**src/source/pid_pkg.sv**
```systemverilog
package pid_pkg;

   // Width of ADC and DAC words and of every setting
   localparam int SMP_W = 14;

   localparam int N_CH  = 2;  // Input and output channels
   localparam int N_BLK = 4;  // Block index is output * 2 + input

   typedef logic signed [SMP_W-1:0] smp_t;

   // Settings of one PID block
   typedef struct packed {
      smp_t sp;  // Set point
      smp_t kp;  // Proportional gain
      smp_t ki;  // Integral gain
      smp_t kd;  // Derivative gain
   } pid_cfg_t;

   // Bits 1:0 select the field, bits 3:2 the block
   // Bit 4 selects the control register holding the integrator-reset levels
   typedef logic [4:0] cfg_addr_t;

   localparam logic [1:0] FLD_SP = 2'd0;
   localparam logic [1:0] FLD_KP = 2'd1;
   localparam logic [1:0] FLD_KI = 2'd2;
   localparam logic [1:0] FLD_KD = 2'd3;

   // Saturation limits of a sample
   localparam smp_t SMP_MAX = smp_t'(8191);
   localparam smp_t SMP_MIN = smp_t'(-8192);

endpackage

```
**src/source/pid_cfg_regs.sv**
```systemverilog
module pid_cfg_regs (
   input  logic                                   clk_i,
   input  logic                                   rstn_i,
   input  logic                                   cfg_we_i,
   input  pid_pkg::cfg_addr_t                     cfg_addr_i,
   input  pid_pkg::smp_t                          cfg_wdata_i,
   output pid_pkg::pid_cfg_t [pid_pkg::N_BLK-1:0] cfg_o,
   output logic              [pid_pkg::N_BLK-1:0] int_rst_o
);
   import pid_pkg::*;

   pid_cfg_t [N_BLK-1:0] cfg_q;
   logic     [N_BLK-1:0] int_rst_q;

   logic                 ctrl_sel;
   logic [1:0]           blk_sel;
   logic [1:0]           fld_sel;

   // Address decode
   assign ctrl_sel = cfg_addr_i[4];
   assign blk_sel  = cfg_addr_i[3:2];
   assign fld_sel  = cfg_addr_i[1:0];

   always_ff @(posedge clk_i) begin
      if (!rstn_i) begin
         cfg_q     <= '0;
         int_rst_q <= '0;
      end else if (cfg_we_i) begin
         if (ctrl_sel) begin
            int_rst_q <= cfg_wdata_i[N_BLK-1:0];  // One level per block
         end else begin
            case (fld_sel)
               FLD_SP:  cfg_q[blk_sel].sp <= cfg_wdata_i;
               FLD_KP:  cfg_q[blk_sel].kp <= cfg_wdata_i;
               FLD_KI:  cfg_q[blk_sel].ki <= cfg_wdata_i;
               FLD_KD:  cfg_q[blk_sel].kd <= cfg_wdata_i;
            endcase
         end
      end
   end

   assign cfg_o     = cfg_q;
   assign int_rst_o = int_rst_q;

   // The control register has a single address and any other low-bit code is undefined
   a_ctrl_addr: assert property (
      @(posedge clk_i) disable iff (!rstn_i)
      (cfg_we_i && ctrl_sel) |-> (cfg_addr_i[3:0] == 4'd0)
   ) else $error("control register write to undefined address %0h", cfg_addr_i);

endmodule

```
**config.mk**
```make
export PLATFORM = sky130hd
export DESIGN_NAME = pid_cfg_regs
export DESIGN_NICKNAME = d
export VERILOG_FILES = /design/src/source/pid_pkg.sv /design/src/source/pid_cfg_regs.sv
export SDC_FILE = /design/constraint.sdc
export NUM_CORES = 1
export LEC_CHECK = 0
export BUFFER_PORTS_ARGS = -buffer_cell sky130_fd_sc_hd__clkbuf_2
export CAP_MARGIN = 20
export CORE_ASPECT_RATIO = 1.5
export CORE_UTILIZATION = 54
export CTS_BUF_LIST = sky130_fd_sc_hd__clkbuf_4 sky130_fd_sc_hd__clkbuf_8
export DETAILED_ROUTE_END_ITERATION = 8
export PLACE_DENSITY = 0.82
export SLEW_MARGIN = 20
export SYNTH_ARGS = -nofsm -noshare
export SYNTH_HDL_FRONTEND = slang
export SYNTH_SLANG_ARGS = --single-unit
```
**constraint.sdc**
```tcl
create_clock -name clk_i -period 2.15 [get_ports clk_i]
set_clock_uncertainty 0.15 [all_clocks]
set_input_delay 0.3225 -clock clk_i [delete_from_list [all_inputs] [get_ports clk_i]]
set_output_delay 0.3225 -clock clk_i [all_outputs]
set_load 0.01 [all_outputs]
```
# Yosys cells after proc, flatten, opt, wreduce, memory -nomap -nowiden
# Index checks and enable logic that the tools add are counted.
dict set report totals {
  register_bits 228
  input_bits 22
  output_inout_bits 228
  word_cells 40
}
dict set report op_classes {
  order_cmp 2
  n_eq_ne 3
  muxes 13
  bitwise 1
  reduce_logical 4
}
# cell n
set ops {}
lappend ops {{224-bit bitwise mux} 4}
lappend ops {{224-bit one-hot mux with 4 select lines} 1}
lappend ops {{56-bit demux with 2-bit select} 4}
lappend ops {{56-bit two-way mux} 1}
lappend ops {{42-bit two-way mux} 1}
lappend ops {{28-bit two-way mux} 1}
lappend ops {{14-bit two-way mux} 1}
lappend ops {{2-bit equality test, second input constant} 2}
lappend ops {{2-bit AND reduction} 2}
lappend ops {{2-bit by 3-bit < comparator with 1-bit output, second input constant} 1}
lappend ops {{2-bit by 1-bit equality test with 1-bit output, second input constant} 1}
lappend ops {{2-bit by 1-bit >= comparator with 1-bit output, second input constant} 1}
lappend ops {{2-bit logical NOT} 1}
lappend ops {{1-bit logical AND} 1}
lappend ops {{1-bit NOT} 1}

# Logic depth before layout (Yosys ltp)
dict set report depth {
  depth_word 6
  depth_mapped 7
  mapped_depth_nobuf 4
}

# Worst setup path before layout
# Ideal clock, no wire load.
dict set report synth_timing {
  path_type {input -> register}
  from {input port cfg_addr_i[1]}
  to {register (tool-made name)}
  setup_time_ns 0.122
  t_arrival_ns 1.365
  required_time_ns 1.878
  slack_ns 0.513
  stages 7
  path_buffers 3
  cell_sequence {buf_2 nor4b_4 buf_6 nand2_1 buf_2 nand2_1 a21boi_0}
}
# element line_no
set synth_lines {}
lappend synth_lines {{start: declaration} pid_cfg_regs.sv:5} ;# input pid_pkg::cfg_addr_t cfg_addr_i,

==> key figures <==
Die
  – Initial Util: 0.549
  – Num rows: 57
  – I/O pins: between 200 and 300
  – Core footprint: 16100 um2
  – Die area: around 17000 um2
  – Chip width: 107 um
  – Die height: approximately 160 um

Placed design
  – Placed cell areas: roughly 10000 um2
  – Placer Congestion: about 0.79
  – PortBufs: roughly 250
  – Final HPWL DP: approximately 17 mm

Routing
  – Drt pass-1 iters: 7
  – DRT Wirelength: 26.2 mm
  – # DRC: 0
  – Drt wl/cell: approximately 17 um
  – Vias: 8115
  – Routed Antenna Nets: 0
  – Initial DRC count: 595
  – Vias per std cell: roughly 5.4

STA
  – FMAX: ~620 MHz
  – Finish-stage setup viols: 0
  – Number of max-slew violations in the final report: 0
  – Post-layout min period: roughly 1600 ps
  – Worst slew pin tran: approximately 650 ps
  – Period utilisation layout: 0.749
  – Worst hold slack: 77.4 ps
  – RSZ-0062 raised after global routing: no
  – Worst slew margin: 0.566
  – Post-route setup TNS: 0 ps
  – Final hold violations: 0

Cells and area
  – Final Instance Area: ~11000 um2
  – Fillers: roughly 1400
  – Synth-to-layout area growth: 22.9%
  – Nets: 1295
  – Layout cells sized above 1: 0.272

Clocking
  – Post-CTS Setup Bufs: 0
  – Clk root buf: clkbuf_8
  – CTS H-tree depth: 2
  – Post-CTS Resized: 0
  – CTS Buf Count: 34
  – Sink Count: roughly 230
  – Hold_buf cts: 0
  – TritonCTS clock tree: built
  – Worst skew pair latency: 500 ps
  – Maximum buffer depth of the clock tree: 3
  – Reg clk slew, reported paths: approximately 60 ps

Yosys
  – Syn nets: around 1100
  – Syn_area_per_cell: between 8 and 9 um2
  – Mapped Cells: around 1100
  – Yosys cell types: 38
  – Cell area after synthesis: 8850 um2
  – Register area share after synthesis: 0.516
  – Flops & latches, synth: 228
  – YS warnings: 0

Status
  – Outcome: completed

Global routing
  – Global-route wire length before repair: 40.5 mm
  – Antenna violations before repair: 1
  – Total Routing Usage GR: 0.305
  – Vias in the first global route: 7496
  – Largest net degree at the start of global routing: 107
  – Grt ovf: 0

Power and ir drop
  – Pleak: about 4.3 nW
  – Part of the power in the clock network: 0.441
  – Peak supply drop: 0.000525 V
  – Internal power: 6.53 mW
  – Sequential power share: 0.505
  – Switching Share: 0.229
  – Power per cell area: roughly 800 nW/um2
  – Switching power: just under 2 mW
  – Power share of the combinational group: 0.054

Setup path
  – Setup crit end kind: flip-flop
  – CP Class: in -> reg
  – Critical path buffer and inverter count: 2
  – Crit path largest cell delay: between 400 and 500 ps
  – Max Fanout on Critical Path: 15
  – CP top delay family: simple AND/OR/NAND/NOR gates
  – Slowest cell on the critical path: and4bb_2
  – Critical path's most frequent cell: nand2_1
  – Startpoint type of the worst setup path: input port
  – Crit path cell chain: clkbuf_2, and4bb_2, buf_4, nand2_1, nand2_1, a21boi_0
  – Critical Path AT: roughly 1800 ps
  – WP data required: roughly 2400 ps

Job
  – Max-Cap Viols: 0

Hold path
  – Min-delay worst type: in -> reg
cells by family after synthesis:
kind of cell           count (synthesis)  share of synthesized area
DFF                                  228                      0.516
buffers and inverters                 98                     0.0526
and+or+nand+nor                      504                      0.243
AOI/OAI and AO/OA                    227                      0.188
metrics by stage:
stage	util	worst slack, ps	power (mW)	std cells
after floorplan	-	513	4.65	1057
after global placement	0.629	159	4.82	1443
after detailed placement	0.629	87.8	4.82	1443
after CTS	0.675	590	8.53	1502
after global routing	0.675	484	8.72	1503
final	0.675	541	8.47	1503
worst register-to-register path: cells and delay by family (launching register included):
kind / cells / cell delay, ps
AND/OR/NAND/NOR: 1 / 70
flip-flops: 1 / 360
AO/OA/AOI/OAI: 1 / 210
Yosys cell counts (all sizes together):
cell type,instances,share of area
o21ai,12,0.0068
nor3,4,0.0034
and3b,1,0.00099
clkbuf,49,0.021
nor2b,3,0.0021
a32oi,1,0.00099
and4b,1,0.0011
nand4bb,1,0.0031
buf,48,0.031
dfxtp,228,0.52
nand3b,2,0.0017
o22ai,2,0.0014
inv,1,0.00042
a31oi,2,0.0014
nand2,388,0.17
nand3,84,0.049
nor4b,1,0.0027
nor4,1,0.0014
nand4b,1,0.00099
nand2b,2,0.0014
nor4bb,1,0.0011
and2b,1,0.00085
and2,4,0.0033
nor2,8,0.0040
and4bb,1,0.0014
a21oi,1,0.00056
a21boi,209,0.18
layer usage:
metal  global-route usage  up-vias  share of wire
met1                0.378     3806           0.39
met3               0.0636       63          0.080
met5                    0        -              0
li1                     -     3888              -
met4                0.141        0          0.037
met2                0.504      358           0.49
cells in the final DEF (no fill, tap or decap), drive strengths merged, types with 2 or more instances in the layout:
cell / instances
and2: 4
nand2b: 2
nor2b: 3
clkbuf: 302
nand2: 388
a21boi: 209
nand3: 84
nand3b: 2
a31oi: 2
o21ai: 12
buf: 29
clkinv: 4
dfxtp: 228
nor3: 4
o22ai: 2
nor2: 8
final timing paths:
path,endpoint,slack (ps),cells after the start,start
worst max-delay path,flip-flop,540,6,cfg_addr_i[4]
worst min-delay path,flip-flop,80,2,rstn_i
worst max register to register,flip-flop,1270,2,flip-flop
worst min register to register,flip-flop,300,2,flip-flop
power groups by stage:
stage	clock network (mW)	logic, mW	registers (mW)
floorplan	0	0.265	4.38
global placement	0	0.449	4.37
detailed placement	0	0.453	4.37
CTS	3.80	0.454	4.28
global route	3.96	0.485	4.28
finish	3.74	0.457	4.28
cell type report:
cell class                      count  area (um2)  share of cell area
Tap cell                          206         258              0.0237
Clock buffer                       54         681              0.0626
Timing Repair Buffer              277        1470               0.135
Multi-Input combinational cell    731        3840               0.353
Sequential cell                   228        4560               0.420
Clock inverter                      5        50.0             0.00460
Inverter                            1        3.75            0.000345
Antenna cell                        1        2.50            0.000230
(Power assumes the default switching activity.)
