## src/source/pid_pkg.sv

```systemverilog
package pid_pkg;

   // Width of ADC and DAC words and of every setting
   localparam int SMP_W = 14;

   localparam int N_CH  = 2;  // Input and output channels
   localparam int N_BLK = 4;  // Block index is output * 2 + input

   typedef logic signed [SMP_W-1:0] smp_t;

   // Settings of one PID block
   typedef struct packed {
      smp_t sp;  // Set point
      smp_t kp;  // Proportional gain
      smp_t ki;  // Integral gain
      smp_t kd;  // Derivative gain
   } pid_cfg_t;

   // Bits 1:0 select the field, bits 3:2 the block
   // Bit 4 selects the control register holding the integrator-reset levels
   typedef logic [4:0] cfg_addr_t;

   localparam logic [1:0] FLD_SP = 2'd0;
   localparam logic [1:0] FLD_KP = 2'd1;
   localparam logic [1:0] FLD_KI = 2'd2;
   localparam logic [1:0] FLD_KD = 2'd3;

   // Saturation limits of a sample
   localparam smp_t SMP_MAX = smp_t'(8191);
   localparam smp_t SMP_MIN = smp_t'(-8192);

endpackage

```

## src/source/pid_block.sv

```systemverilog
module pid_block #(
   parameter int PSR = 12,
   parameter int ISR = 18,
   parameter int DSR = 10
) (
   input  logic              clk_i,
   input  logic              rstn_i,
   input  pid_pkg::smp_t     dat_i,
   input  pid_pkg::pid_cfg_t cfg_i,
   input  logic              int_rst_i,
   output pid_pkg::smp_t     dat_o
);
   import pid_pkg::*;

   localparam int ERR_W = SMP_W + 1;    // Set point minus sample
   localparam int MUL_W = ERR_W + SMP_W;
   localparam int INT_W = 32;

   localparam logic signed [INT_W-1:0] INT_MAX = {1'b0, {(INT_W-1){1'b1}}};
   localparam logic signed [INT_W-1:0] INT_MIN = {1'b1, {(INT_W-1){1'b0}}};

   logic signed [ERR_W-1:0] err_q;

   always_ff @(posedge clk_i) begin
      if (!rstn_i) begin
         err_q <= '0;
      end else begin
         err_q <= cfg_i.sp - dat_i;
      end
   end

   // Proportional path
   logic signed [MUL_W-1:0]     kp_mult;
   logic signed [MUL_W-PSR-1:0] kp_q;

   assign kp_mult = err_q * cfg_i.kp;

   always_ff @(posedge clk_i) begin
      if (!rstn_i) begin
         kp_q <= '0;
      end else begin
         kp_q <= kp_mult[MUL_W-1:PSR];
      end
   end

   // Integral path, the product is registered before it is accumulated
   logic signed [MUL_W-1:0]     ki_q;
   logic signed [INT_W:0]       int_sum;
   logic signed [INT_W-1:0]     int_q;
   logic signed [INT_W-ISR-1:0] int_shr;

   assign int_sum = ki_q + int_q;
   assign int_shr = int_q[INT_W-1:ISR];

   always_ff @(posedge clk_i) begin
      if (!rstn_i) begin
         ki_q  <= '0;
         int_q <= '0;
      end else begin
         ki_q <= err_q * cfg_i.ki;
         if (int_rst_i) begin
            int_q <= '0;
         end else if (int_sum[INT_W:INT_W-1] == 2'b01) begin
            int_q <= INT_MAX;   // Positive overflow
         end else if (int_sum[INT_W:INT_W-1] == 2'b10) begin
            int_q <= INT_MIN;   // Negative overflow
         end else begin
            int_q <= int_sum[INT_W-1:0];
         end
      end
   end

   // Derivative path
   logic signed [MUL_W-1:0]   kd_mult;
   logic signed [MUL_W-DSR-1:0] kd_q;
   logic signed [MUL_W-DSR-1:0] kd_prev_q;
   logic signed [MUL_W-DSR:0]   kd_diff_q;

   assign kd_mult = err_q * cfg_i.kd;

   always_ff @(posedge clk_i) begin
      if (!rstn_i) begin
         kd_q      <= '0;
         kd_prev_q <= '0;
         kd_diff_q <= '0;
      end else begin
         kd_q      <= kd_mult[MUL_W-1:DSR];
         kd_prev_q <= kd_q;
         kd_diff_q <= kd_q - kd_prev_q;  // Nonzero for one cycle after a step
      end
   end

   // Sum of the three terms, clipped to the sample range
   logic signed [INT_W:0] pid_sum;
   smp_t                  pid_q;

   assign pid_sum = kp_q + int_shr + kd_diff_q;

   always_ff @(posedge clk_i) begin
      if (!rstn_i) begin
         pid_q <= '0;
      end else if (pid_sum > SMP_MAX) begin
         pid_q <= SMP_MAX;
      end else if (pid_sum < SMP_MIN) begin
         pid_q <= SMP_MIN;
      end else begin
         pid_q <= pid_sum[SMP_W-1:0];
      end
   end

   assign dat_o = pid_q;

   // The integrator follows the sign of the product and never wraps around its limits
   a_int_up: assert property (
      @(posedge clk_i) disable iff (!rstn_i)
      (!int_rst_i && !ki_q[MUL_W-1]) |=> (int_q >= $past(int_q))
   ) else $error("integrator wrapped below its previous value");

   a_int_dn: assert property (
      @(posedge clk_i) disable iff (!rstn_i)
      (!int_rst_i && ki_q[MUL_W-1]) |=> (int_q <= $past(int_q))
   ) else $error("integrator wrapped above its previous value");

endmodule

```

## config.mk

```make
export PLATFORM = sky130hd
export DESIGN_NAME = pid_block
export DESIGN_NICKNAME = d
export VERILOG_FILES = /design/src/source/pid_pkg.sv /design/src/source/pid_block.sv
export SDC_FILE = /design/constraint.sdc
export NUM_CORES = 2
export LEC_CHECK = 0
export ABC_AREA = 1
export BUFFER_PORTS_ARGS = -buffer_cell sky130_fd_sc_hd__buf_2
export CAP_MARGIN = 30
export CORE_MARGIN = 5
export CORE_UTILIZATION = 55
export CTS_CLUSTER_SIZE = 10
export DETAILED_ROUTE_END_ITERATION = 12
export HOLD_SLACK_MARGIN = 0.12
export PLACE_DENSITY = 0.7
export SLEW_MARGIN = 10
export SYNTH_ARGS = -nofsm -noshare
export SYNTH_HDL_FRONTEND = slang
export SYNTH_SLANG_ARGS = --single-unit
```

## constraint.sdc

```tcl
create_clock -name clk_i -period 7.73 [get_ports clk_i]
set_clock_uncertainty 0.05 [all_clocks]
set_input_delay 1.1595 -clock clk_i [delete_from_list [all_inputs] [get_ports clk_i]]
set_output_delay 1.1595 -clock clk_i [all_outputs]
set_load 0.05 [all_outputs]
```

Word-level counts from Yosys, hierarchy flattened
Index checks and enable logic that the tools add are counted. Widths: inputs -> output; s select.

$add $sub $neg: 5. Multiply operators: 3. Magnitude comparators: 2. Equal/unequal tests: 2. Multiplexer cells: 4. Bitwise logic cells: 1. Reduce and logical (&&, ||, !) cells: 3.

Operator list (count): $mul 15x14->29 (3); $add 29x32->33 (1); $mux 32 (1); $mux 31 (1); $add 18x20->21 (1); $gt 21x14->1 const B (1); $lt 21x14->1 const B (1); $sub 19x19->20 (1); $add 17x14->18 (1); $sub 14x14->15 (1); $mux 14 (1); $mux 13 (1); $reduce_or 2->1 (2); $reduce_or 3->1 (1); $eq 2x1->1 const B (1); $eq 2x2->1 const B (1); $not 1->1 (1).

Bits in registers: 165. Bits of input ports: 73. Logic and storage cells: 30.

Logic depth before layout (Yosys ltp)
Depth in word-level cells: 5. Mapped depth: 29. Depth with buffers taken out: 27.

Least setup slack after synthesis
No wires, ideal clock.

Path type: input to register. Start point: input port cfg_i[31] (netlist bit). End point: register kp_q[16]. Library setup time: 70 ps. Arrival: 6159 ps. Required time: 7610 ps. Slack: 1451 ps. Stages: 21. Path buffers: 1. Cells stage by stage: clkbuf_1 -> nand2_1 -> fa_1 -> fa_1 -> inv_1 -> fa_1 -> fa_1 -> fa_1 -> inv_1 -> fa_1 -> inv_1 -> ha_1 -> nand2_1 -> nor2_1 -> nor3b_1 -> nand3_1 -> nand3_1 -> nand3_1 -> nand3_1 -> o21ai_0 -> a21oi_1.

Word-level cells in the longest chain between the ends: 1.

RTL lines: start: declaration (RTL line pid_block.sv:9) `input pid_pkg::pid_cfg_t cfg_i,`; $mul 15x14->29 (RTL line pid_block.sv:36) `assign kp_mult = err_q * cfg_i.kp;`; end signal: assignment (RTL line pid_block.sv:42) `kp_q <= kp_mult[MUL_W-1:PSR];`; end: declaration (RTL line pid_block.sv:34) `logic signed [MUL_W-PSR-1:0] kp_q;`.

No other way between the ends. A chain may end at the register's enable or synchronous reset.

Worst setup path after layout
Start point: register err_q[9]. End point: register ki_q[24].

Word-level cells in the longest chain between the ends: 1.

RTL lines: start: declaration (RTL line pid_block.sv:22) `logic signed [ERR_W-1:0] err_q;`; start signal: assignment (RTL line pid_block.sv:28) `err_q <= cfg_i.sp - dat_i;`; $mul 15x14->29 (RTL line pid_block.sv:60) `ki_q <= err_q * cfg_i.ki;`; end signal: assignment (RTL line pid_block.sv:60); end: declaration (RTL line pid_block.sv:47) `logic signed [MUL_W-1:0] ki_q;`.

No other way between the ends.

==> summary.md <==
| Metric | Value |
|---|---|
| Outcome | finished clean |
| Main area contributors after synthesis | fa_1, inv_1, nand2_1 |
| Slew margin rel. | 30.8% |
| Clk slew on worst S/H paths | around 0.070 ns |
| Crit path DAT | slightly below 7 ns |
| H-tree Lvls | 4 |
| First-pass GRT wire length | ~140000 um |
| Cell taking the most area after synthesis | fa_1 |
| # IOs | 87 |
| Post-synthesis async set-or-reset flop share | 0% |
| Synth unique cells | 50 |
| Largest net degree at the start of global routing | 49 |
| CP Capture Type | flop |
| Area of the die | 0.0677 sq mm |
| Number of global-route vias before repair | ~28000 |
| WL final | 83200 um |
| Yosys reg bits | 165 |
| Overall Global Routing Usage | between 20% and 30% |
| Dpl hpwl | 69200 um |
| Clk sink count | approximately 170 |
| Clock Latency Late Sink | 0.45 ns |
| Most common cell after layout, fill and taps aside | inv_1 |
| Mapped Cells | around 4500 |
| Routed vias | around 27000 |
| Crit Path Class | flop to flop |
| Crit path max fanout | 35 |
| Worst Path Required | between 8 and 9 ns |
| Setup TNS | 0 ns |
| Fmax | ~150 MHz |
| Multi-input gate area | around 0.026 sq mm |
| Final-report hold violation count | 0 |
| Hold Path Class | flop to flop |
| Initial core utilization | roughly 56% |
| Final Setup Violations | 0 |
| RR Startpoint | err_q[9] |
| FF-to-FF path depth | 20 |
| FF-to-FF End | ki_q[24] |
| Worst setup margin | roughly 1.2 ns |
| Synth Cell Area | roughly 0.034 sq mm |
| Sequential share of the synthesized area | under 10% |
| Clock Path Buffers | 2 |
| Max Cap Viol | 0 |
| FP Rows | between 90 and 100 |
| # port buffers | 86 |
| Post-route core utilization | between 50 and 60% |
| Core area | ~0.06 sq mm |
| Hold Path Stages | 2 |
| Nets@finish | ~5500 |
| Initial antenna violation count | 1 |
| GRT Residual Overflow | 0 |
| Share of the synthesized area in the top cell type | about 37% |
| RSZ-0062 raised after global routing | false |
| Yosys warns | 0 |
| # hold bufs at CTS | 0 |
| Worst-margin pin slew | just over 1 ns |
| FF+latch area | roughly 0.0033 sq mm |
| Die H | ~260 um |
| Chip width | approximately 260 um |
| Mapped Nets | 5516 |
| CTS tree | built |
| ANT nets after route | 0 |
| Min-Delay Startpoint | kd_q[0] |
| DRT iter0 DRCs | around 1800 |
| Via density | 5.09 |
| Mapped Avg Cell Area | about 7.6 sq um |
| Final worst path period share | between 80% and 90% |
| Share of cells above drive strength 1 | 4.95% |
| Post-synth EDFFs | 0 |
| # fillers | just under 6000 |
| DRT Pass-1 Iters | 6 |
| Worst slack, placed | around 0.87 ns |
| Min cycle time layout | ~6.5 ns |
| Num CTS Buffers | 17 |
| Crit start category | flop |
| DR DRC count | 0 |
| Most frequent cells in the layout | inv_1, nand2_1, fa_1 |
| Layout area overhead | 5.22% |
| Worst hold path endpoint | kd_prev_q[0] |
| Routed len/inst | about 16 um |
| Post-CTS setup buffers | 0 |
| Reg-to-reg slack, setup | approximately 1.2 ns |
| Dominant synthesized flop cell | dfxtp_1 |
| Max-slew violations | 0 |
| RD Place Congestion | around 0.95 |
| Post-CTS sizing | 0 |
| Root buffer cell | clkbuf_16 |
## critical path, stage by stage, from the launching register on
cell and delay (ns):
dfxtp_2 1.00, nand2_1 0.20, fa_1 0.52, fa_1 0.51, inv_1 0.05, fa_1 0.56, fa_1 0.43, fa_1 0.50
inv_1 0.06, fa_1 0.52, inv_1 0.05, ha_1 0.40, nand2_1 0.10, nor2_1 0.31, nand4_1 0.14, o21ai_1 0.32
a21boi_0 0.21, o21ai_0 0.25, nand2_1 0.08, nand2_1 0.06, nor2_1 0.05
## synthesized netlist by cell type, types with 2 or more instances
library cell	n
or2_2	2
and2_1	3
o221ai_1	3
nor3_2	3
nand3_1	97
a21boi_0	4
o31ai_1	6
nand3b_1	3
nor2_1	207
buf_2	5
nand2_2	17
dfxtp_1	165
inv_1	1272
a21oi_1	258
a31oi_1	12
ha_1	285
nor4_1	8
buf_8	2
a21oi_2	14
o21a_1	31
inv_2	7
fa_1	643
nand2_4	3
buf_4	2
nor2_2	5
buf_1	6
a211oi_1	4
a21o_1	20
clkbuf_1	120
o21ai_0	124
o21ai_1	6
nand2_1	1015
o311ai_0	2
o21bai_1	17
nand4_1	17
xnor2_1	33
o211ai_1	5
nand3_2	11
xor2_1	43
nor3_1	25
## cells by family (layout without fill, tap and decap cells)
group	after synthesis	after routing	share of synthesized area, %
other cells	0	1	0
flops	165	165	9.60
xor+xnor	77	77	1.98
fa+ha+maj	928	928	47.8
simple gates	1419	1419	16.7
compound gates	510	510	8.35
buf+inv	1416	1422	15.6
## how the worst max path moves through the flow
stage | cells past startpoint | slack, ns | startpoint | to
after floorplan | 21 | 1.45 | cfg_i[31] | kp_q[16]
after global placement | 21 | 0.89 | cfg_i[27] | ki_q[24]
after detailed placement | 21 | 0.87 | cfg_i[30] | kp_q[16]
after CTS | 21 | 1.32 | err_q[1] | ki_q[24]
after global routing | 20 | 0.81 | err_q[9] | ki_q[24]
final | 20 | 1.24 | err_q[9] | ki_q[24]
## flip-flops by register name (all words and copies together), names as in the netlist
register / count
kd_prev_q: 19
kp_q: 17
err_q: 15
ki_q: 29
dat_o: 14
kd_q: 19
int_q: 32
kd_diff_q: 20
## stage by stage
stage / hold slack, ns / area (sq um) / instances
6_report: 0.373 / 36200 / 5359
3_3_place_gp: 0.364 / 35600 / 5327
5_1_grt: 0.400 / 36200 / 5359
2_1_floorplan: 0.357 / 34400 / 4515
3_5_place_dp: 0.364 / 35600 / 5327
4_1_cts: 0.373 / 36200 / 5358
## cell type report
| cell class | instances | area share [%] |
|---|---|---|
| clock inverters | 12 | 0.463 |
| flip-flops and latches | 165 | 9.17 |
| repair buffers | 112 | 1.90 |
| well taps | 837 | 2.89 |
| multi-input cells | 2934 | 71.1 |
| clock buffers | 19 | 1.22 |
| diodes | 1 | 0.00691 |
| inverters | 1279 | 13.3 |
## per-layer routing
metal  wire length (um)  share of wire, %  up-vias  track usage (%)
li1                   -                 -    13232                -
met1              36000                43    13203             34.6
met2              40100                48      675             44.4
met3               3920               4.7      145             2.65
met4               3230               3.9        0             8.91
met5                  0                 0        -                0
Power is not shown: default switching activity piles up to over one toggle a cycle in this logic, so the estimate is an artifact.
