--- config.mk ---
export PLATFORM = sky130hd
export DESIGN_NAME = pid_out_mix
export DESIGN_NICKNAME = d
export VERILOG_FILES = /design/src/source/pid_pkg.sv /design/src/source/pid_out_mix.sv
export SDC_FILE = /design/constraint.sdc
export NUM_CORES = 1
export LEC_CHECK = 0
export BUFFER_PORTS_ARGS = -buffer_cell sky130_fd_sc_hd__buf_2
export CORE_MARGIN = 8
export CORE_UTILIZATION = 45
export DETAILED_ROUTE_END_ITERATION = 7
export GPL_TIMING_DRIVEN = 0
export PLACE_DENSITY = 0.74
export SYNTH_ARGS = -nofsm -noshare
export SYNTH_HDL_FRONTEND = slang
export SYNTH_SLANG_ARGS = --single-unit
--- constraint.sdc ---
create_clock -name clk_i -period 5 [get_ports clk_i]
set_clock_uncertainty 0.2 [all_clocks]
set_input_delay 1 -clock clk_i [delete_from_list [all_inputs] [get_ports clk_i]]
set_output_delay 1 -clock clk_i [all_outputs]
set_load 0.05 [all_outputs]
--- src/source/pid_pkg.sv ---
package pid_pkg;

   // Width of ADC and DAC words and of every setting
   localparam int SMP_W = 14;

   localparam int N_CH  = 2;  // Input and output channels
   localparam int N_BLK = 4;  // Block index is output * 2 + input

   typedef logic signed [SMP_W-1:0] smp_t;

   // Settings of one PID block
   typedef struct packed {
      smp_t sp;  // Set point
      smp_t kp;  // Proportional gain
      smp_t ki;  // Integral gain
      smp_t kd;  // Derivative gain
   } pid_cfg_t;

   // Bits 1:0 select the field, bits 3:2 the block
   // Bit 4 selects the control register holding the integrator-reset levels
   typedef logic [4:0] cfg_addr_t;

   localparam logic [1:0] FLD_SP = 2'd0;
   localparam logic [1:0] FLD_KP = 2'd1;
   localparam logic [1:0] FLD_KI = 2'd2;
   localparam logic [1:0] FLD_KD = 2'd3;

   // Saturation limits of a sample
   localparam smp_t SMP_MAX = smp_t'(8191);
   localparam smp_t SMP_MIN = smp_t'(-8192);

endpackage

--- src/source/pid_out_mix.sv ---
module pid_out_mix (
   input  logic                                clk_i,
   input  logic                                rstn_i,
   input  pid_pkg::smp_t [pid_pkg::N_BLK-1:0]  blk_dat_i,
   output pid_pkg::smp_t [pid_pkg::N_CH-1:0]   dat_o
);
   import pid_pkg::*;

   localparam int SUM_W = SMP_W + 1;  // One extra bit holds any sum of two samples

   function automatic smp_t sat_add(input smp_t a, input smp_t b);
      logic signed [SUM_W-1:0] sum;
      sum = SUM_W'(a) + SUM_W'(b);
      if (sum > SMP_MAX) begin
         return SMP_MAX;
      end else if (sum < SMP_MIN) begin
         return SMP_MIN;
      end else begin
         return sum[SMP_W-1:0];
      end
   endfunction

   // Output c takes the blocks of all inputs assigned to it
   for (genvar c = 0; c < N_CH; c++) begin : g_ch
      smp_t dat_q;

      always_ff @(posedge clk_i) begin
         if (!rstn_i) begin
            dat_q <= '0;
         end else begin
            dat_q <= sat_add(blk_dat_i[c*N_CH], blk_dat_i[c*N_CH+1]);
         end
      end

      assign dat_o[c] = dat_q;

      a_mix: assert property (
         @(posedge clk_i) disable iff (!rstn_i)
         $past(rstn_i) |->
            (dat_q == sat_add($past(blk_dat_i[c*N_CH]), $past(blk_dat_i[c*N_CH+1])))
      ) else $error("channel %0d output differs from clipped sum", c);
   end

endmodule

# After elaboration in Yosys (flattened, before gate mapping)
# Cells that the tools add are included.
[totals] wordCells=17 output_inout_bits=28 register_bits=28 input_bits=58
[classes] n_lt_le_gt_ge=4 mux=4 bitwise=1 reduce_logical=2 add_sub_neg=2
[ops] operator="$add 14x14->15" count=2
[ops] operator="$gt 15x14->1 const B" count=2
[ops] operator="$lt 15x14->1 const B" count=2
[ops] operator="$mux 14" count=2
[ops] operator="$mux 13" count=2
[ops] operator="$reduce_or 2->1" count=2
[ops] operator="$not 1->1" count=1

# Longest topological paths before layout
# Gate-level depths: netlist of the first run.
[depth] depth_word=4 depth_mapped=10 mapped_depth_nobuf=9

# Worst setup path before layout of the first run
# No wires, ideal clock.
[synth_timing] path_kind="input to register" start="input port blk_dat_i[28] in the netlist's numbering" end="register g_ch[1].dat_q[12]" path_slack_ns=1.759 path_buffers=0 required_time_ns=4.665 arrival_time_ns=2.906 stages=9 setup_ns=0.135 path_cell_list="ha_1 -> fa_1 -> a21o_1 -> a221oi_2 -> o21ai_2 -> a21boi_4 -> nand2b_1 -> mux2_4 -> a21oi_1"
[synth_between] elab_chain_cells=4 elab_cells_between_ends=5 classes_between="add/sub (1); order compare (2); mux (2)"
[synth_lines] item="start: declaration" line="pid_out_mix.sv:4" rtl="input pid_pkg::smp_t [pid_pkg::N_BLK-1:0] blk_dat_i,"
[synth_lines] item="$add 14x14->15 (*)" line="pid_out_mix.sv:13" rtl="sum = SUM_W'(a) + SUM_W'(b);"
[synth_lines] item="$lt 15x14->1" line="pid_out_mix.sv:16" rtl="end else if (sum < SMP_MIN) begin"
[synth_lines] item="$mux 14" line="pid_out_mix.sv:16"
[synth_lines] item="$mux 13 (*)" line="pid_out_mix.sv:14" rtl="if (sum > SMP_MAX) begin"
[synth_lines] item="end signal: assignment" line="pid_out_mix.sv:31" rtl="dat_q <= sat_add(blk_dat_i[c*N_CH], blk_dat_i[c*N_CH+1]);"
[synth_lines] item="end: declaration" line="pid_out_mix.sv:25" rtl="smp_t dat_q;"
# Mark *: on every way between the ends. The rest lies on a longest branch, timed or not.
# A chain may end at the register's enable or synchronous reset.

# Worst setup path in the final report of the first run
[layout_timing] start="input port blk_dat_i[0] in the netlist's numbering" end="register g_ch[0].dat_q[9]"
[layout_between] elab_chain_cells=4 elab_cells_between_ends=5 classes_between="add/sub (1); order compare (2); mux (2)"
[layout_lines] item="$add 14x14->15 (*)" line="pid_out_mix.sv:13"
[layout_lines] item="$lt 15x14->1" line="pid_out_mix.sv:16"
[layout_lines] item="$mux 14" line="pid_out_mix.sv:16"
[layout_lines] item="$mux 13 (*)" line="pid_out_mix.sv:14"
[layout_lines] item="end signal: assignment" line="pid_out_mix.sv:31"
[layout_lines] item="end: declaration" line="pid_out_mix.sv:25"
# Marks and branches as above.

==> results of run 1 <==
==> final cells by class <==
cell class,count,area share (%)
clock buffers,3,1.43
plain buffers,10,1.99
repair buffers,85,14.7
well taps,70,3.03
inverters,8,1.04
clock inverters,1,1.04
flip-flops and latches,28,19.4
multi-input cells,228,57.3
==> worst min-delay path by stage <==
stage           start  slack (ns)                     endpoint  cells after the start
6_report       rstn_i        0.79  g_ch[1].dat_q[1]$_SDFF_PN0_                      2
3_5_place_dp   rstn_i        1.07  g_ch[1].dat_q[1]$_SDFF_PN0_                      2
2_1_floorplan  rstn_i        0.92  g_ch[1].dat_q[4]$_SDFF_PN0_                      1
4_1_cts        rstn_i        0.78  g_ch[1].dat_q[1]$_SDFF_PN0_                      2
3_3_place_gp   rstn_i        1.08  g_ch[1].dat_q[4]$_SDFF_PN0_                      2
5_1_grt        rstn_i        0.78  g_ch[1].dat_q[1]$_SDFF_PN0_                      2
==> worst max-delay path, delay by kind of cell <==
| family | cells | cell delay (ns) |
|---|---|---|
| buffers and inverters | 2 | 0.25 |
| adders and majority gates | 2 | 0.67 |
| AOI/OAI and AO/OA | 5 | 0.97 |
| muxes | 1 | 0.32 |
| and+or+nand+nor | 1 | 0.05 |
==> power breakdown <==
part / switching [mW] / leakage, nW / internal, mW
clock: 0.0725 / 0.0357 / 0.107
combinational: 0.311 / 1.20 / 0.160
sequential: 0.00885 / 0.234 / 0.260
total: 0.392 / 1.47 / 0.527
==> kinds of logic (layout without fill, tap and decap cells) <==
logic type	after synthesis	in the layout	synth area share (%)
buffers and inverters	18	107	3.80
DFF	28	28	24.3
and+or+nand+nor	72	72	14.7
AOI/OAI and AO/OA	103	103	30.3
adders and majority gates	30	30	16.9
xor gates and xnor gates	20	20	7.60
muxes	3	3	2.28
==> cells in the final DEF (no fill, tap or decap), types with 2 or more instances in the layout <==
master,Yosys,final
sky130_fd_sc_hd__a2111oi_0,2,2
sky130_fd_sc_hd__a211o_1,2,2
sky130_fd_sc_hd__a211oi_1,2,2
sky130_fd_sc_hd__a211oi_2,2,2
sky130_fd_sc_hd__a21boi_0,2,2
sky130_fd_sc_hd__a21o_1,9,9
sky130_fd_sc_hd__a21oi_1,41,41
sky130_fd_sc_hd__a21oi_2,3,3
sky130_fd_sc_hd__a31oi_1,6,6
sky130_fd_sc_hd__and3_1,5,5
sky130_fd_sc_hd__buf_2,4,89
sky130_fd_sc_hd__buf_6,2,2
sky130_fd_sc_hd__clkbuf_1,4,4
sky130_fd_sc_hd__clkbuf_8,0,3
sky130_fd_sc_hd__dfxtp_1,28,28
sky130_fd_sc_hd__fa_1,2,2
sky130_fd_sc_hd__ha_1,28,28
sky130_fd_sc_hd__inv_1,8,8
sky130_fd_sc_hd__mux2_4,2,2
sky130_fd_sc_hd__nand2_1,30,30
sky130_fd_sc_hd__nand2b_1,3,3
sky130_fd_sc_hd__nand3_1,7,7
sky130_fd_sc_hd__nand3b_1,4,4
sky130_fd_sc_hd__nand4_1,2,2
sky130_fd_sc_hd__nor2_1,12,12
sky130_fd_sc_hd__nor2b_1,2,2
sky130_fd_sc_hd__nor3_1,3,3
sky130_fd_sc_hd__o211a_1,2,2
sky130_fd_sc_hd__o211ai_1,4,4
sky130_fd_sc_hd__o21a_1,3,3
sky130_fd_sc_hd__o21ai_0,11,11
sky130_fd_sc_hd__o21ai_1,2,2
sky130_fd_sc_hd__xnor2_1,11,11
sky130_fd_sc_hd__xor2_1,9,9
==> per-layer routing <==
metal  up-vias  global-route usage [%]
met3         6                    3.38
met2        62                    26.2
met5         -                       0
met4         0                    3.28
li1       1191                       -
met1      1041                    19.2
==> stage by stage <==
step	instances	power (mW)	setup WS [ns]	cell area (sq um)
finish	433	0.919	1.67	2890
floorplan	274	0.632	1.76	2300
CTS	433	0.922	1.70	2890
detailed placement	429	0.743	1.41	2820
global route	433	0.971	1.45	2890
global placement	429	0.737	1.41	2820
==> implementation parameters, run 1 <==
Parameter                              Value

STA
  Tightest hold margin    roughly 0.79 ns
  Total of endpoints with negative setup slack in the final report    0
  Final worst-path cycle share    about two thirds
  Unrepaired setup endpoints after global routing    false
  Setup_tns    0 ns
  Time the final worst path needs with I/O delays and setup    3.33 ns
  Worst slew margin relative to its limit    a little over three fifths
  Max frequency    301 MHz
  Worst-margin pin slew    ~0.55 ns
  Number of failing hold endpoints at the final stage    0
  Total count of max-transition violations in the final report    0

Worst setup path
  CP Capture Type    flop
  Worst Setup EP    g_ch[0].dat_q[9]$_SDFF_PN0_
  Biggest cell delay along the critical path    0.43 ns
  CP most frequent cell    sky130_fd_sc_hd__a21oi_1
  CP arrival    3.27 ns
  Cell Chain, Critical Path    buf_2, ha_1, fa_1, a211oi_1, o21ai_0, a21oi_1, o31ai_1, mux2_4, buf_6, nand2_1, a21oi_1
  Highest net fanout along the worst path    10
  Launch point of the critical path    blk_dat_i[0]
  Cell at the slowest stage of the critical path    sky130_fd_sc_hd__fa_1
  Critical path required time    around 5 ns
  Critical setup path kind    in2reg
  Type of origin of the critical path    input pin

Finish
  Final net count    452
  Reg with most FFs    g_ch.dat_q
  Area of the multi-input gates    1660 sq um
  Largest registers ranked by flip-flop count    g_ch.dat_q x28
  Total of fill cells in the finished design    509
  Fraction of layout cells with a size suffix above 1    between 30% and 40%
  Share of the core filled with cells    between 50 and 60%
  Number of flip-flops in the largest register    28
  Area of all sequential standard cells    561 sq um
  Layout overhead on the synthesized area    25.4%
  N_diodes    0

CTS
  CTS buffer count    3
  TritonCTS clock tree    done
  CTS resizes    0
  Depth of the CTS H-tree    1
  Clock slew at the register clock pins of the worst setup and hold paths    around 0.1 ns
  Number of clock sinks seen by CTS    28
  Maximum buffer depth of the clock tree    2
  Clock root buffer    sky130_fd_sc_hd__clkbuf_8
  Setup Buffers After CTS    0
  Hold-fix buffers at CTS    0

Synthesis
  Yosys warns    0
  Main synth FF type    sky130_fd_sc_hd__dfxtp_1
  Synthesized Nets    362
  Cell type with the highest aggregate area in the netlist    sky130_fd_sc_hd__dfxtp_1
  Register area share after synthesis    roughly a quarter
  Flip-flop and latch count after synthesis    28
  Netlist cell types    50
  Cell with the most instances after synthesis    sky130_fd_sc_hd__a21oi_1
  Synth Area per Inst    8.41 sq um
  Cells after Synth    approximately 270
  Async S/R FF share, synth    0%
  List of most frequent post-synthesis cells    sky130_fd_sc_hd__a21oi_1 (41), sky130_fd_sc_hd__nand2_1 (30), sky130_fd_sc_hd__dfxtp_1 (28), sky130_fd_sc_hd__ha_1 (28), sky130_fd_sc_hd__nor2_1 (12)
  Cell Area, Synth    2300 sq um
  Largest cells by area after synthesis    sky130_fd_sc_hd__dfxtp_1 (24%), sky130_fd_sc_hd__ha_1 (15%), sky130_fd_sc_hd__a21oi_1 (8.9%)
  Number of flops mapped to enable cells by yosys    0
  Top cell type's share of synthesized area    24.3%

Drt
  Met2 wire length    2860 um
  Wire length on met3    338 um
  Detail Route Antenna Nets    0
  Drt via density    about 5.3
  Routed wire length    6040 um
  Wire length on met1    2790 um
  Number of vias in the routed layout    2300
  Remaining DRCs    0
  TritonRoute pass-1 iters    4
  Average detailed-routed wire length per instance    roughly 14 um
  Number of DRC markers in iteration 0    66
  Max layer used    met4

Global routing
  Largest net degree at the start of global routing    17
  Vias in the first global route    2259
  Wire length of the first global-routing pass    between 9000 and 10000 um
  Total congestion overflow    0
  Total global-route track usage    15.4%
  Initial antenna violation count    0

Power and ir drop
  Max VDD drop    between 0.00015 and 0.0002 V
  Leakage power of the design    roughly 1.5 nW
  Areal power density over the cells    roughly 320 nW/um^2

Floorplanning
  Area of the core    5010 sq um
  Starting density of the core    46.0%
  Width of the die    roughly 90 um
  Die boundary height    87.5 um
  Die area    7660 sq um
  Row count    26
  Number of ports placed on the die boundary    86

Place
  DP HPWL    5120 um
  Placer's final routability congestion estimate    0.899
  Number of buffer cells added on primary ports    85

Run status
  Result of the run    completed

Run
  Maxcap violations    0

Min path
  Class of the worst hold path    in2reg
Power figures use the tool's default switching activity.
==> run 2, diff against run 1 <==
Settings changed: PLACE_DENSITY 0.74 to 0.77.
Clock period 5 ns to 3.05 ns, I/O delays scaled along.
==> implementation parameters, run 2 (same netlist as run 1, synthesis figures left out) <==
Parameter                              Value

Drt
  TritonRoute pass-1 iters    4
  Routed wire length    5940 um
  Number of vias in the routed layout    2275
  Detail Route Antenna Nets    0
  Remaining DRCs    0
  Drt via density    5.25
  Average detailed-routed wire length per instance    approximately 14 um
  Number of DRC markers in iteration 0    about 130

Global routing
  Largest net degree at the start of global routing    17
  Total congestion overflow    0
  Wire length of the first global-routing pass    9520 um
  Vias in the first global route    2181
  Global route hottest layer    met2
  GR met1 Demand/Resource    19.4%
  Initial antenna violation count    0
  Met2 Track Usage GR    25.4%
  Total global-route track usage    15.1%
  Routing usage on met3    around 2.5%

Run
  Maxcap violations    0

Place
  DP HPWL    4930 um
  Number of buffer cells added on primary ports    85
  Placer's final routability congestion estimate    0.823
  Instance area after placement    ~2800 sq um
  Worst slack at placement    -0.185 ns

STA
  Post-layout worst setup margin    0.173 ns
  Worst-margin pin slew    0.518 ns
  Time the final worst path needs with I/O delays and setup    2.88 ns
  Total count of max-transition violations in the final report    0
  Number of failing hold endpoints at the final stage    0
  Total of endpoints with negative setup slack in the final report    0
  Max frequency    348 MHz
  Worst slew margin relative to its limit    between 60% and 70%
  Unrepaired setup endpoints after global routing    false
  Final worst-path cycle share    94.3%
  Setup_tns    0 ns

Finish
  Fraction of layout cells with a size suffix above 1    ~30%
  Leading cell types in the layout, fill and taps excluded    sky130_fd_sc_hd__buf_2 (89), sky130_fd_sc_hd__a21oi_1 (41), sky130_fd_sc_hd__nand2_1 (30), sky130_fd_sc_hd__ha_1 (28), sky130_fd_sc_hd__dfxtp_1 (28)
  Share of the core filled with cells    between 50% and 60%
  Layout overhead on the synthesized area    26.1%
  Layout Cell Area excl Fill    2900 sq um
  Reg with most FFs    g_ch.dat_q
  Commonest non-fill, non-tap cell in the layout    sky130_fd_sc_hd__buf_2
  Largest registers ranked by flip-flop count    g_ch.dat_q x28
  Number of flip-flops in the largest register    28
  Final net count    roughly 450
  N_diodes    0

Run status
  Result of the run    completed

Worst setup path
  CP arrival    between 2 and 3 ns
  Highest net fanout along the worst path    10
  Type of origin of the critical path    input pin
  Critical setup path kind    in2reg
  CP Capture Type    flop
  Critical path required time    3.00 ns

Floorplanning
  Row count    26
  Area of the core    between 5000 and 6000 sq um
  Number of ports placed on the die boundary    86
  Width of the die    around 90 um
  Starting density of the core    roughly 46%
  Die boundary height    87.5 um
  Die area    7660 sq um

CTS
  Clock root buffer    sky130_fd_sc_hd__clkbuf_8
  CTS buffer count    3
  Clock slew at the register clock pins of the worst setup and hold paths    around 0.1 ns
  Depth of the CTS H-tree    1
  TritonCTS clock tree    done
  Number of clock sinks seen by CTS    28
  Hold-fix buffers at CTS    0
  Maximum buffer depth of the clock tree    2

Min path
  Worst hold path endpoint    g_ch[1].dat_q[1]$_SDFF_PN0_
  Start point of the worst min-delay path    rstn_i
  Worst hold path cell count    2
  Class of the worst hold path    in2reg

Power and ir drop
  Leakage power of the design    1.47 nW
  Total Power    roughly 1.5 mW
  Max VDD drop    just over 0.0003 V
  Areal power density over the cells    521 nW/um^2
run 2: worst max-delay path by stage:
| stage | slack [ns] | endpoint | depth (start not counted) | from |
|---|---|---|---|---|
| after floorplan | 0.20 | g_ch[1].dat_q[12]$_SDFF_PN0_ | 9 | blk_dat_i[28] |
| after global placement | -0.18 | g_ch[1].dat_q[12]$_SDFF_PN0_ | 10 | blk_dat_i[28] |
| after CTS | 0.10 | g_ch[1].dat_q[3]$_SDFF_PN0_ | 10 | blk_dat_i[28] |
| after global routing | 0.04 | g_ch[1].dat_q[5]$_SDFF_PN0_ | 10 | blk_dat_i[28] |
| after detailed placement | -0.18 | g_ch[1].dat_q[3]$_SDFF_PN0_ | 10 | blk_dat_i[28] |
| final | 0.17 | g_ch[1].dat_q[3]$_SDFF_PN0_ | 10 | blk_dat_i[28] |
run 2: final cells by class:
type | instances | area, sq um
fill | 504 | 2110
multi-input combinational | 228 | 1670
sequential | 28 | 561
timing repair buffer | 85 | 425
tap | 70 | 87.6
buffer | 10 | 57.6
clock buffer | 3 | 41.3
clock inverter | 1 | 30.0
inverter | 8 | 30.0
run 2: metal layers:
metal	share of wire (%)	vias to the layer above
met2	47	54
met3	5.0	6
met4	0.93	0
met1	47	1034
li1	-	1181
met5	0	-
run 2: report_power, final:
part	internal (mW)	total (mW)	switching (mW)	leakage (nW)
clock network	0.176	0.298	0.122	0.0357
logic	0.264	0.772	0.508	1.20
registers	0.426	0.442	0.0160	0.234
run 2: critical path: stages:
cell	delay, ns
sky130_fd_sc_hd__buf_2	0.10
sky130_fd_sc_hd__ha_1	0.22
sky130_fd_sc_hd__fa_1	0.40
sky130_fd_sc_hd__a21o_1	0.22
sky130_fd_sc_hd__a221oi_4	0.36
sky130_fd_sc_hd__o21ai_2	0.16
sky130_fd_sc_hd__a21boi_4	0.26
sky130_fd_sc_hd__nand2b_1	0.18
sky130_fd_sc_hd__mux2_4	0.24
sky130_fd_sc_hd__a21oi_1	0.08
run 2: through the flow:
step | cells | hold WS (ns)
after floorplan | 274 | 0.528
after global placement | 429 | 0.694
after detailed placement | 429 | 0.686
after CTS | 433 | 0.395
after global routing | 433 | 0.396
final | 433 | 0.395
run 2: repair_timing:
action,4_1_cts,5_1_grt
setup endpoints to repair,0,20
resized for setup,0,2
setup buffers,0,0
endpoints found under the hold margin,0,0
